`config.mk`:
```
export PLATFORM = sky130hd
export DESIGN_NAME = quicksort_top
export DESIGN_NICKNAME = d
export VERILOG_FILES = /design/src/logic/qs_cfg_pkg.sv /design/src/logic/qs_ctrl_pkg.sv /design/src/logic/packet_loader.sv /design/src/logic/partition_engine.sv /design/src/logic/packet_emitter.sv /design/src/logic/bank_store.sv /design/src/logic/quicksort_top.sv
export SDC_FILE = /design/constraint.sdc
export NUM_CORES = 1
export LEC_CHECK = 0
export BUFFER_PORTS_ARGS = -buffer_cell sky130_fd_sc_hd__buf_4
export CORE_ASPECT_RATIO = 1.2
export CORE_MARGIN = 2
export CORE_UTILIZATION = 40
export CTS_CLUSTER_SIZE = 30
export DETAILED_ROUTE_END_ITERATION = 10
export PLACE_DENSITY = 0.62
export SLEW_MARGIN = 10
export SYNTH_ARGS = -nofsm -noshare
export SYNTH_HDL_FRONTEND = slang
export SYNTH_SLANG_ARGS = --single-unit
```
`constraint.sdc`:
```
create_clock -name clk -period 5.8 [get_ports clk]
set_input_delay 1.16 -clock clk [delete_from_list [all_inputs] [get_ports clk]]
set_output_delay 1.16 -clock clk [all_outputs]
set_load 0.02 [all_outputs]
```
`src/logic/qs_cfg_pkg.sv`:
```
// Sorter sizing package with word width, bank geometry and basic data types
package qs_cfg_pkg;

  // Width of one data word
  localparam int word_w = 16;

  // Words per bank, so also the longest packet
  localparam int entry_n = 16;

  // Banks in the round-robin rotation
  localparam int bank_n = 2;

  // Range entries held by the sorter stack
  localparam int stack_depth = entry_n;

  // One data word
  typedef logic [word_w-1:0] word_t;

  // Word address inside a bank
  typedef logic [$clog2(entry_n)-1:0] addr_t;

  // Bank number
  typedef logic [$clog2(bank_n)-1:0] bank_idx_t;

endpackage

```
`src/logic/qs_ctrl_pkg.sv`:
```
// Control package with bank status, client request structs and FSM encodings
package qs_ctrl_pkg;

  // Life cycle of a bank
  // Loader owns idle and loading, sorter ready and sorting, emitter the rest
  typedef enum logic [2:0] {
    bank_idle,
    bank_loading,
    bank_ready,
    bank_sorting,
    bank_sorted,
    bank_unloading
  } bank_status_t;

  // Status plus address of the packet's final word
  typedef struct packed {
    bank_status_t      status;
    qs_cfg_pkg::addr_t last;
  } bank_state_t;

  // One client's status write, steered by bank number
  typedef struct packed {
    logic                  en;
    qs_cfg_pkg::bank_idx_t bank;
    bank_state_t           state;
  } bank_update_t;

  // One client's access to a bank memory
  typedef struct packed {
    logic                  en;
    logic                  wen;
    qs_cfg_pkg::bank_idx_t bank;
    qs_cfg_pkg::addr_t     addr;
    qs_cfg_pkg::word_t     din;
  } mem_req_t;

  typedef enum logic {ld_idle, ld_load} load_state_t;

  typedef enum logic {em_idle, em_emit} emit_state_t;

  // Quicksort FSM, each read state is followed by a cycle that sees the data
  typedef enum logic [3:0] {
    sort_idle,
    sort_pop,
    sort_rd_pivot,
    sort_rd_j,
    sort_cmp_j,
    sort_rd_i,
    sort_wr_i,
    sort_wr_j,
    sort_rd_hi,
    sort_fix_i,
    sort_fix_hi,
    sort_done
  } sort_state_t;

  // One pending range on the sort stack
  typedef struct packed {
    qs_cfg_pkg::addr_t lo;
    qs_cfg_pkg::addr_t hi;
  } sort_range_t;

endpackage

```
`src/logic/packet_loader.sv`:
```
// Packet loader that writes incoming words into the current load bank
`timescale 1ns/10ps

module packet_loader (
  input  logic                                                clk,
  input  logic                                                rst,
  input  logic                                                unsorted_vld,
  input  logic                                                unsorted_eop,
  input  qs_cfg_pkg::word_t                                   unsorted_dat,
  input  qs_ctrl_pkg::bank_state_t [qs_cfg_pkg::bank_n-1:0]  bank_status,
  output logic                                                unsorted_rdy,
  output qs_ctrl_pkg::mem_req_t                               mem_req,
  output qs_ctrl_pkg::bank_update_t                           update
);
  import qs_cfg_pkg::*;
  import qs_ctrl_pkg::*;

  load_state_t state;
  bank_idx_t   ptr;
  addr_t       idx;
  logic        accept;

  // Ready only while the bank under the load pointer is free
  assign unsorted_rdy = (bank_status[ptr].status == bank_idle);

  // Words after the first one are taken regardless of ready
  assign accept = unsorted_vld && ((state == ld_load) || unsorted_rdy);

  // Each accepted word is written in the cycle it arrives
  assign mem_req.en   = accept;
  assign mem_req.wen  = accept;
  assign mem_req.bank = ptr;
  assign mem_req.addr = idx;
  assign mem_req.din  = unsorted_dat;

  // Status follows every word
  // eop hands the bank over to the sorter
  assign update.en           = accept;
  assign update.bank         = ptr;
  assign update.state.status = unsorted_eop ? bank_ready : bank_loading;
  assign update.state.last   = idx;

  always_ff @(posedge clk) begin
    if (rst) begin
      state <= ld_idle;
      ptr   <= '0;
      idx   <= '0;
    end else if (accept) begin
      if (unsorted_eop) begin
        // Packet done, move on to the next bank
        state <= ld_idle;
        ptr   <= ptr + 1'b1;
        idx   <= '0;
      end else begin
        state <= ld_load;
        idx   <= idx + 1'b1;
      end
    end
  end

endmodule

```
`src/logic/partition_engine.sv`:
```
// Quicksort engine that sorts one bank in place with a Lomuto partition
`timescale 1ns/10ps

module partition_engine (
  input  logic                                                clk,
  input  logic                                                rst,
  input  qs_ctrl_pkg::bank_state_t [qs_cfg_pkg::bank_n-1:0]  bank_status,
  input  qs_cfg_pkg::word_t [qs_cfg_pkg::bank_n-1:0]         rd_data,
  output qs_ctrl_pkg::mem_req_t                               mem_req,
  output qs_ctrl_pkg::bank_update_t                           update
);
  import qs_cfg_pkg::*;
  import qs_ctrl_pkg::*;

  typedef logic [$clog2(stack_depth)-1:0] sp_t;

  sort_state_t state;
  bank_idx_t   ptr;
  sort_range_t stack [stack_depth];
  sp_t         sp;
  sort_range_t rng;
  addr_t       i;
  addr_t       j;
  word_t       pivot;
  word_t       wi;
  word_t       wj;
  word_t       rd_word;
  bank_state_t cur;
  sort_range_t top;
  sort_range_t lo_range;
  sort_range_t hi_range;
  logic        scan_end;
  logic        push_lo;
  logic        push_hi;

  assign cur     = bank_status[ptr];
  assign rd_word = rd_data[ptr];
  assign top     = stack[sp - 1'b1];

  // Last j of the scan is hi - 1
  assign scan_end = (j == rng.hi - 1'b1);

  // Subranges either side of the pivot, kept only with two or more words
  assign lo_range = '{lo: rng.lo, hi: i - 1'b1};
  assign hi_range = '{lo: i + 1'b1, hi: rng.hi};
  assign push_lo  = (i - rng.lo) > addr_t'(1);
  assign push_hi  = (rng.hi - i) > addr_t'(1);

  always_comb begin
    mem_req      = '0;
    mem_req.bank = ptr;
    update       = '0;
    update.bank  = ptr;
    update.state = cur;
    case (state)
      sort_idle: begin
        update.en           = (cur.status == bank_ready);
        update.state.status = bank_sorting;
      end
      sort_rd_pivot: begin
        mem_req.en   = 1'b1;
        mem_req.addr = rng.hi;
      end
      sort_rd_j: begin
        mem_req.en   = 1'b1;
        mem_req.addr = j;
      end
      // Both fetch the word at i, the second for the final exchange with hi
      sort_rd_i, sort_rd_hi: begin
        mem_req.en   = 1'b1;
        mem_req.addr = i;
      end
      sort_wr_i: begin
        mem_req     = '{en: 1'b1, wen: 1'b1, bank: ptr, addr: i, din: wj};
      end
      sort_wr_j: begin
        mem_req     = '{en: 1'b1, wen: 1'b1, bank: ptr, addr: j, din: wi};
      end
      sort_fix_i: begin
        mem_req     = '{en: 1'b1, wen: 1'b1, bank: ptr, addr: i, din: pivot};
      end
      sort_fix_hi: begin
        mem_req     = '{en: 1'b1, wen: 1'b1, bank: ptr, addr: rng.hi, din: wi};
      end
      sort_done: begin
        update.en           = 1'b1;
        update.state.status = bank_sorted;
      end
      default: ;
    endcase
  end

  always_ff @(posedge clk) begin
    if (rst) begin
      state <= sort_idle;
      ptr   <= '0;
      sp    <= '0;
    end else begin
      case (state)
        sort_idle: begin
          if (cur.status == bank_ready) begin
            // A single word is already sorted
            if (cur.last != '0) begin
              stack[0] <= '{lo: '0, hi: cur.last};
              sp       <= sp_t'(1);
            end
            state <= sort_pop;
          end
        end
        sort_pop: begin
          if (sp == '0) begin
            state <= sort_done;
          end else begin
            rng   <= top;
            i     <= top.lo;
            j     <= top.lo;
            sp    <= sp - 1'b1;
            state <= sort_rd_pivot;
          end
        end
        sort_rd_pivot: state <= sort_rd_j;
        sort_rd_j: begin
          // j sits at lo only on the first pass, while the pivot word is out
          if (j == rng.lo) begin
            pivot <= rd_word;
          end
          state <= sort_cmp_j;
        end
        sort_cmp_j: begin
          wj <= rd_word;
          if (rd_word < pivot) begin
            state <= sort_rd_i;
          end else if (scan_end) begin
            state <= sort_rd_hi;
          end else begin
            j     <= j + 1'b1;
            state <= sort_rd_j;
          end
        end
        sort_rd_i: state <= sort_wr_i;
        sort_wr_i: begin
          wi    <= rd_word;
          state <= sort_wr_j;
        end
        sort_wr_j: begin
          i <= i + 1'b1;
          if (scan_end) begin
            state <= sort_rd_hi;
          end else begin
            j     <= j + 1'b1;
            state <= sort_rd_j;
          end
        end
        sort_rd_hi: state <= sort_fix_i;
        sort_fix_i: begin
          wi    <= rd_word;
          state <= sort_fix_hi;
        end
        sort_fix_hi: begin
          // Up to two ranges go on the stack in one cycle
          if (push_lo) begin
            stack[sp] <= lo_range;
          end
          if (push_hi) begin
            stack[sp + sp_t'(push_lo)] <= hi_range;
          end
          sp    <= sp + sp_t'(push_lo) + sp_t'(push_hi);
          state <= sort_pop;
        end
        sort_done: begin
          ptr   <= ptr + 1'b1;
          state <= sort_idle;
        end
        default: state <= sort_idle;
      endcase
    end
  end

endmodule

```
`src/logic/packet_emitter.sv`:
```
// Packet emitter that streams sorted banks out with start and end framing
`timescale 1ns/10ps

module packet_emitter (
  input  logic                                                clk,
  input  logic                                                rst,
  input  qs_ctrl_pkg::bank_state_t [qs_cfg_pkg::bank_n-1:0]  bank_status,
  input  qs_cfg_pkg::word_t [qs_cfg_pkg::bank_n-1:0]         rd_data,
  output qs_ctrl_pkg::mem_req_t                               mem_req,
  output qs_ctrl_pkg::bank_update_t                           update,
  output logic                                                sorted_vld,
  output logic                                                sorted_sop,
  output logic                                                sorted_eop,
  output qs_cfg_pkg::word_t                                   sorted_dat
);
  import qs_cfg_pkg::*;
  import qs_ctrl_pkg::*;

  // Framing that travels beside a read while the memory answers
  typedef struct packed {
    logic      vld;
    logic      sop;
    logic      eop;
    bank_idx_t bank;
  } side_t;

  emit_state_t state;
  bank_idx_t   ptr;
  addr_t       idx;
  bank_state_t cur;
  logic        rd_go;
  logic        rd_last;
  side_t       side_d;
  side_t       side_q;

  assign cur = bank_status[ptr];

  // Reading starts in the first cycle the bank shows sorted
  assign rd_go   = ((state == em_idle) && (cur.status == bank_sorted)) || (state == em_emit);
  assign rd_last = (idx == cur.last);

  // One read per cycle from address 0 up to last
  assign mem_req.en   = rd_go;
  assign mem_req.wen  = 1'b0;
  assign mem_req.bank = ptr;
  assign mem_req.addr = idx;
  assign mem_req.din  = '0;

  // Unloading on the first read, free again on the last
  assign update.en           = rd_go && ((state == em_idle) || rd_last);
  assign update.bank         = ptr;
  assign update.state.status = rd_last ? bank_idle : bank_unloading;
  assign update.state.last   = cur.last;

  assign side_d = '{vld: rd_go, sop: (state == em_idle), eop: rd_last, bank: ptr};

  always_ff @(posedge clk) begin
    if (rst) begin
      state      <= em_idle;
      ptr        <= '0;
      idx        <= '0;
      side_q     <= '0;
      sorted_vld <= 1'b0;
    end else begin
      side_q     <= side_d;
      sorted_vld <= side_q.vld;
      if (rd_go) begin
        if (rd_last) begin
          state <= em_idle;
          ptr   <= ptr + 1'b1;
          idx   <= '0;
        end else begin
          state <= em_emit;
          idx   <= idx + 1'b1;
        end
      end
    end
  end

  // Output register picks the word from the bank the read went to
  always_ff @(posedge clk) begin
    if (side_q.vld) begin
      sorted_sop <= side_q.sop;
      sorted_eop <= side_q.eop;
      sorted_dat <= rd_data[side_q.bank];
    end
  end

endmodule

```
`src/logic/bank_store.sv`:
```
// Bank store with status registers, request steering and one memory per bank
`timescale 1ns/10ps

module bank_store (
  input  logic                                                clk,
  input  logic                                                rst,
  input  qs_ctrl_pkg::mem_req_t                               load_req,
  input  qs_ctrl_pkg::mem_req_t                               sort_req,
  input  qs_ctrl_pkg::mem_req_t                               emit_req,
  input  qs_ctrl_pkg::bank_update_t                           load_upd,
  input  qs_ctrl_pkg::bank_update_t                           sort_upd,
  input  qs_ctrl_pkg::bank_update_t                           emit_upd,
  output qs_ctrl_pkg::bank_state_t [qs_cfg_pkg::bank_n-1:0]  bank_status,
  output qs_cfg_pkg::word_t [qs_cfg_pkg::bank_n-1:0]         rd_data,
  output logic                                                busy
);
  import qs_cfg_pkg::*;
  import qs_ctrl_pkg::*;

  mem_req_t     [2:0]        reqs;
  bank_update_t [2:0]        upds;
  mem_req_t     [bank_n-1:0] bank_req;
  logic         [bank_n-1:0] upd_en;
  bank_state_t  [bank_n-1:0] upd_state;
  bank_state_t  [bank_n-1:0] status_q;
  logic                      any_busy;

  assign reqs = {emit_req, sort_req, load_req};
  assign upds = {emit_upd, sort_upd, load_upd};

  // Ownership by status keeps one client per bank
  // so the matching requests are simply ORed
  always_comb begin
    for (int b = 0; b < bank_n; b++) begin
      bank_req[b]  = '0;
      upd_en[b]    = 1'b0;
      upd_state[b] = '0;
      for (int c = 0; c < 3; c++) begin
        if (reqs[c].en && (reqs[c].bank == bank_idx_t'(b))) begin
          bank_req[b] = bank_req[b] | reqs[c];
        end
        if (upds[c].en && (upds[c].bank == bank_idx_t'(b))) begin
          upd_en[b]    = 1'b1;
          upd_state[b] = upd_state[b] | upds[c].state;
        end
      end
    end
  end

  always_ff @(posedge clk) begin
    if (rst) begin
      for (int b = 0; b < bank_n; b++) begin
        status_q[b] <= '{status: bank_idle, last: '0};
      end
    end else begin
      for (int b = 0; b < bank_n; b++) begin
        if (upd_en[b]) begin
          status_q[b] <= upd_state[b];
        end
      end
    end
  end

  assign bank_status = status_q;

  // Busy while any bank holds a packet
  always_comb begin
    any_busy = 1'b0;
    for (int b = 0; b < bank_n; b++) begin
      any_busy = any_busy | (status_q[b].status != bank_idle);
    end
  end

  always_ff @(posedge clk) begin
    if (rst) begin
      busy <= 1'b0;
    end else begin
      busy <= any_busy;
    end
  end

  // Single-port memories, read data registered and held between reads
  for (genvar b = 0; b < bank_n; b++) begin : g_bank
    word_t mem [entry_n];
    word_t rd_q;

    always_ff @(posedge clk) begin
      if (bank_req[b].en) begin
        if (bank_req[b].wen) begin
          mem[bank_req[b].addr] <= bank_req[b].din;
        end else begin
          rd_q <= mem[bank_req[b].addr];
        end
      end
    end

    assign rd_data[b] = rd_q;
  end

endmodule

```
`src/logic/quicksort_top.sv`:
```
// Banked packet sorter top level joining loader, sorter, emitter and bank store
`timescale 1ns/10ps

module quicksort_top (
  input  logic              clk,
  input  logic              rst,
  input  logic              unsorted_vld,
  input  logic              unsorted_sop,
  input  logic              unsorted_eop,
  input  qs_cfg_pkg::word_t unsorted_dat,
  output logic              unsorted_rdy,
  output logic              sorted_vld,
  output logic              sorted_sop,
  output logic              sorted_eop,
  output qs_cfg_pkg::word_t sorted_dat,
  output logic              busy
);
  import qs_cfg_pkg::*;
  import qs_ctrl_pkg::*;

  bank_state_t [bank_n-1:0] bank_status;
  word_t       [bank_n-1:0] rd_data;
  mem_req_t                 load_req;
  mem_req_t                 sort_req;
  mem_req_t                 emit_req;
  bank_update_t             load_upd;
  bank_update_t             sort_upd;
  bank_update_t             emit_upd;

  // Start strobe is not needed by the loader
  // a packet starts with the first word taken into an idle bank
  packet_loader u_loader (
    .clk          (clk),
    .rst          (rst),
    .unsorted_vld (unsorted_vld),
    .unsorted_eop (unsorted_eop),
    .unsorted_dat (unsorted_dat),
    .bank_status  (bank_status),
    .unsorted_rdy (unsorted_rdy),
    .mem_req      (load_req),
    .update       (load_upd)
  );

  partition_engine u_engine (
    .clk         (clk),
    .rst         (rst),
    .bank_status (bank_status),
    .rd_data     (rd_data),
    .mem_req     (sort_req),
    .update      (sort_upd)
  );

  packet_emitter u_emitter (
    .clk         (clk),
    .rst         (rst),
    .bank_status (bank_status),
    .rd_data     (rd_data),
    .mem_req     (emit_req),
    .update      (emit_upd),
    .sorted_vld  (sorted_vld),
    .sorted_sop  (sorted_sop),
    .sorted_eop  (sorted_eop),
    .sorted_dat  (sorted_dat)
  );

  bank_store u_store (
    .clk         (clk),
    .rst         (rst),
    .load_req    (load_req),
    .sort_req    (sort_req),
    .emit_req    (emit_req),
    .load_upd    (load_upd),
    .sort_upd    (sort_upd),
    .emit_upd    (emit_upd),
    .bank_status (bank_status),
    .rd_data     (rd_data),
    .busy        (busy)
  );

endmodule

```
==> flow_summary.ini <==
[logic_synthesis]
synth_nets = 1996
ys_ff_latch = 795
syn_area_per_cell_sq_um = 17.6
yosys_warnings = 0
synthFlopType = edfxtp_1
synthTopCellsByArea = edfxtp_1 (66%), mux4_2 (11%), mux2_2 (3.9%)
synthCells = 1941
synth_top_area_cell = edfxtp_1
async_flop_share = 0
yosysSeqAreaShare = 0.686
ys_types = 68
synth_edf_count = 754
synth_top_cell_area_share = 0.662
syn_area_sq_um = 34200

[die]
dieWidth_microns = 271
die_area_sq_um = 87900
core_sq_um = 84800
ioPinCount = 42
initial_core_util = 0.404
die_y_microns = 324
rows = 117

[drt]
routed_wl_microns = 82100
initialDrtViolationCount = 1720
vias = 18200
first_pass_iters = 6
via_per_inst = 5.68
drcViolationCount = 0
ant_nets = 0
avgRoutedWirePerCell_microns = 25.6

[outcome]
status = completed

[sta]
whs_ns = 0.400
fmax_mhz = 232
finalSetupTns_ns = 0
min_period_ns = 4.31
hold_violations = 0
rsz0062_at_grt = no
slew_headroom = 0.199
slew_violations = 0
fin_skew_ns = 0.0677
tightest_slew_ns = 1.20
finalSetupViolations = 0
fin_crit_sh = 0.743

[cells_and_area]
nets = 2068
layout-drive-gt1-share = 0.291
syn_to_final_growth_pct = 12.6

[clock_tree]
cts_tree = built
cts_inserted_buffers = 81
root_buffer = clkbuf_16
htree_levels = 3
cts_sinks = 795
cts_setup_buffers = 0
cts_resized = 0
clk_pin_slew_worst_paths_ns = 0.06
insertion_delay_ns = 0.66
hold_buffers = 0
clockBufferDepth = 3

[placed_design]
globalplace.congestion = 0.829
io_buffers = 40
hpwl_microns = 50600

[global_routing]
use_met1 = 0.251
grt_pass1_wl_microns = 122000
use_met3 = 0.0280
antenna_found_initial = 0
grt_use_met2 = 0.317
gr-usage-all-layers = 0.186
grt.busiest_layer = met2
overflow = 0
grt_pass1_vias = 18800
grt_max_degree = 68

[flow_run]
drv_cap = 0

[setup_path]
critPathMaxFanout = 20
start_kind = flop
crit_type = flop to flop
cp.required_ns = 6.01
arrival_ns = 4.52
endpoint_kind = flop

[power_and_ir_drop]
p_per_area_nw_per_um2 = 378
irDropWorstVdd_mv = 0.277
power_leakage_uw = 0.0127

[hold_path]
min_path_type = flop to flop
==> worst max-delay path, stage by stage, from the launching register on <==
cell and delay [ns]:
edfxtp_1 0.97, inv_1 0.19, ha_1 0.28, nor2b_1 0.10
o21ai_0 0.10, and3_1 0.18, o21ai_1 0.40, nor4bb_1 0.35
buf_4 0.20, nand3_2 0.33, o21ai_1 0.76
==> cells by family (layout without fill, tap and decap cells) <==
logic type	after synthesis	in the layout	share of synthesized area
AO/OA/AOI/OAI	273	273	0.0596
XOR/XNOR	34	34	0.00893
adder cells (fa/ha/maj)	34	34	0.0129
buffers and inverters	170	305	0.0241
flip-flops	795	795	0.686
multiplexers	345	345	0.167
other	0	1	0
AND/OR/NAND/NOR	290	290	0.0417
==> Yosys cell counts (12+ instances only) <==
cell type	number
nor2_1	85
nand2_1	88
a21oi_1	26
nor2_2	15
o22ai_1	18
xnor2_1	25
nor3_1	13
mux4_2	168
o21ai_0	42
mux2i_1	58
a22oi_1	66
inv_1	54
a22o_1	37
mux2_2	119
buf_2	30
ha_1	32
a22oi_2	20
edfxtp_1	754
dfxtp_1	41
clkbuf_1	50
nor2b_1	12
nand3_1	16
==> stage by stage <==
step / power, uW / util / cells / instance area (sq um) / worst slack (ns)
after global placement: 9640 / 0.424 / 3059 / 36000 / 1.43
final: 14600 / 0.454 / 3207 / 38500 / 1.49
after CTS: 14700 / 0.454 / 3205 / 38500 / 1.18
after floorplan: 8850 / - / 1941 / 34200 / 2.06
after detailed placement: 9710 / 0.424 / 3059 / 36000 / 1.19
after global routing: 15100 / 0.454 / 3206 / 38500 / 1.15
==> final cells by class <==
type / count / area [sq um]
fillers: 7290 / 46200
flip-flops and latches: 795 / 23500
multi-input cells: 976 / 10100
clock buffers: 103 / 2130
well taps: 1130 / 1410
repair buffers: 105 / 823
clock inverters: 43 / 399
inverters: 54 / 203
diodes: 1 / 2.50
==> metal layers <==
layer	wire, microns	up-vias
met2	41700	561
met4	1460	0
met1	34300	9574
li1	-	7959
met5	0	-
met3	4620	107
==> layout by cell type, fill, tap and decap left out, types with 16 or more instances in the layout <==
cell type and instances:
a22oi_2 20, a22o_1 37, edfxtp_1 754, o22ai_1 18, inv_1 54, a22oi_1 66, mux2i_1 56, clkinv_1 18
ha_1 31, buf_4 101, mux4_2 168, nor2_2 47, o21ai_0 40, mux2_2 119, clkbuf_16 81, nor2_1 53
clkbuf_1 19, xnor2_1 24, nand2_1 86, a21oi_1 25, dfxtp_1 40, nand3_1 16
==> path summary, 6_finish.rpt <==
| kind | cells after the start | start | to | slack (ns) |
|---|---|---|---|---|
| worst min-delay path | 0 | u_emitter.side_q[2] | u_emitter.sorted_sop | 0.40 |
| worst max register to register | 10 | u_engine.hi_range[0] | u_engine.stack[12][1] | 1.49 |
| worst min register to register | 0 | u_emitter.side_q[2] | u_emitter.sorted_sop | 0.40 |
| worst max-delay path | 10 | u_engine.hi_range[0] | u_engine.stack[12][1] | 1.49 |
==> sequential cells by signal, indices dropped and copies added (netlist names), 4 cells and up <==
| signal | cells |
|---|---|
| u_engine.i | 4 |
| u_engine.wi | 16 |
| u_store.g_bank.rd_q | 32 |
| u_store.g_bank.mem | 512 |
| u_emitter.idx | 4 |
| u_engine.pivot | 16 |
| u_engine.stack | 128 |
| u_engine.hi_range | 4 |
| u_engine.sp | 4 |
| u_emitter.side_q | 4 |
| u_store.bank_status | 14 |
| u_emitter.sorted_dat | 16 |
| u_loader.idx | 4 |
| u_engine.lo_range | 4 |
| u_engine.j | 4 |
| u_engine.state | 4 |
| u_engine.wj | 16 |
==> where the power goes <==
part / leakage, uW / internal [uW] / switching [uW] / total [uW]
registers: 0.00747 / 6730 / 209 / 6940
logic: 0.00399 / 1060 / 1590 / 2650
clock network: 0.00123 / 2760 / 2220 / 4990
(Power assumes the default switching activity.)
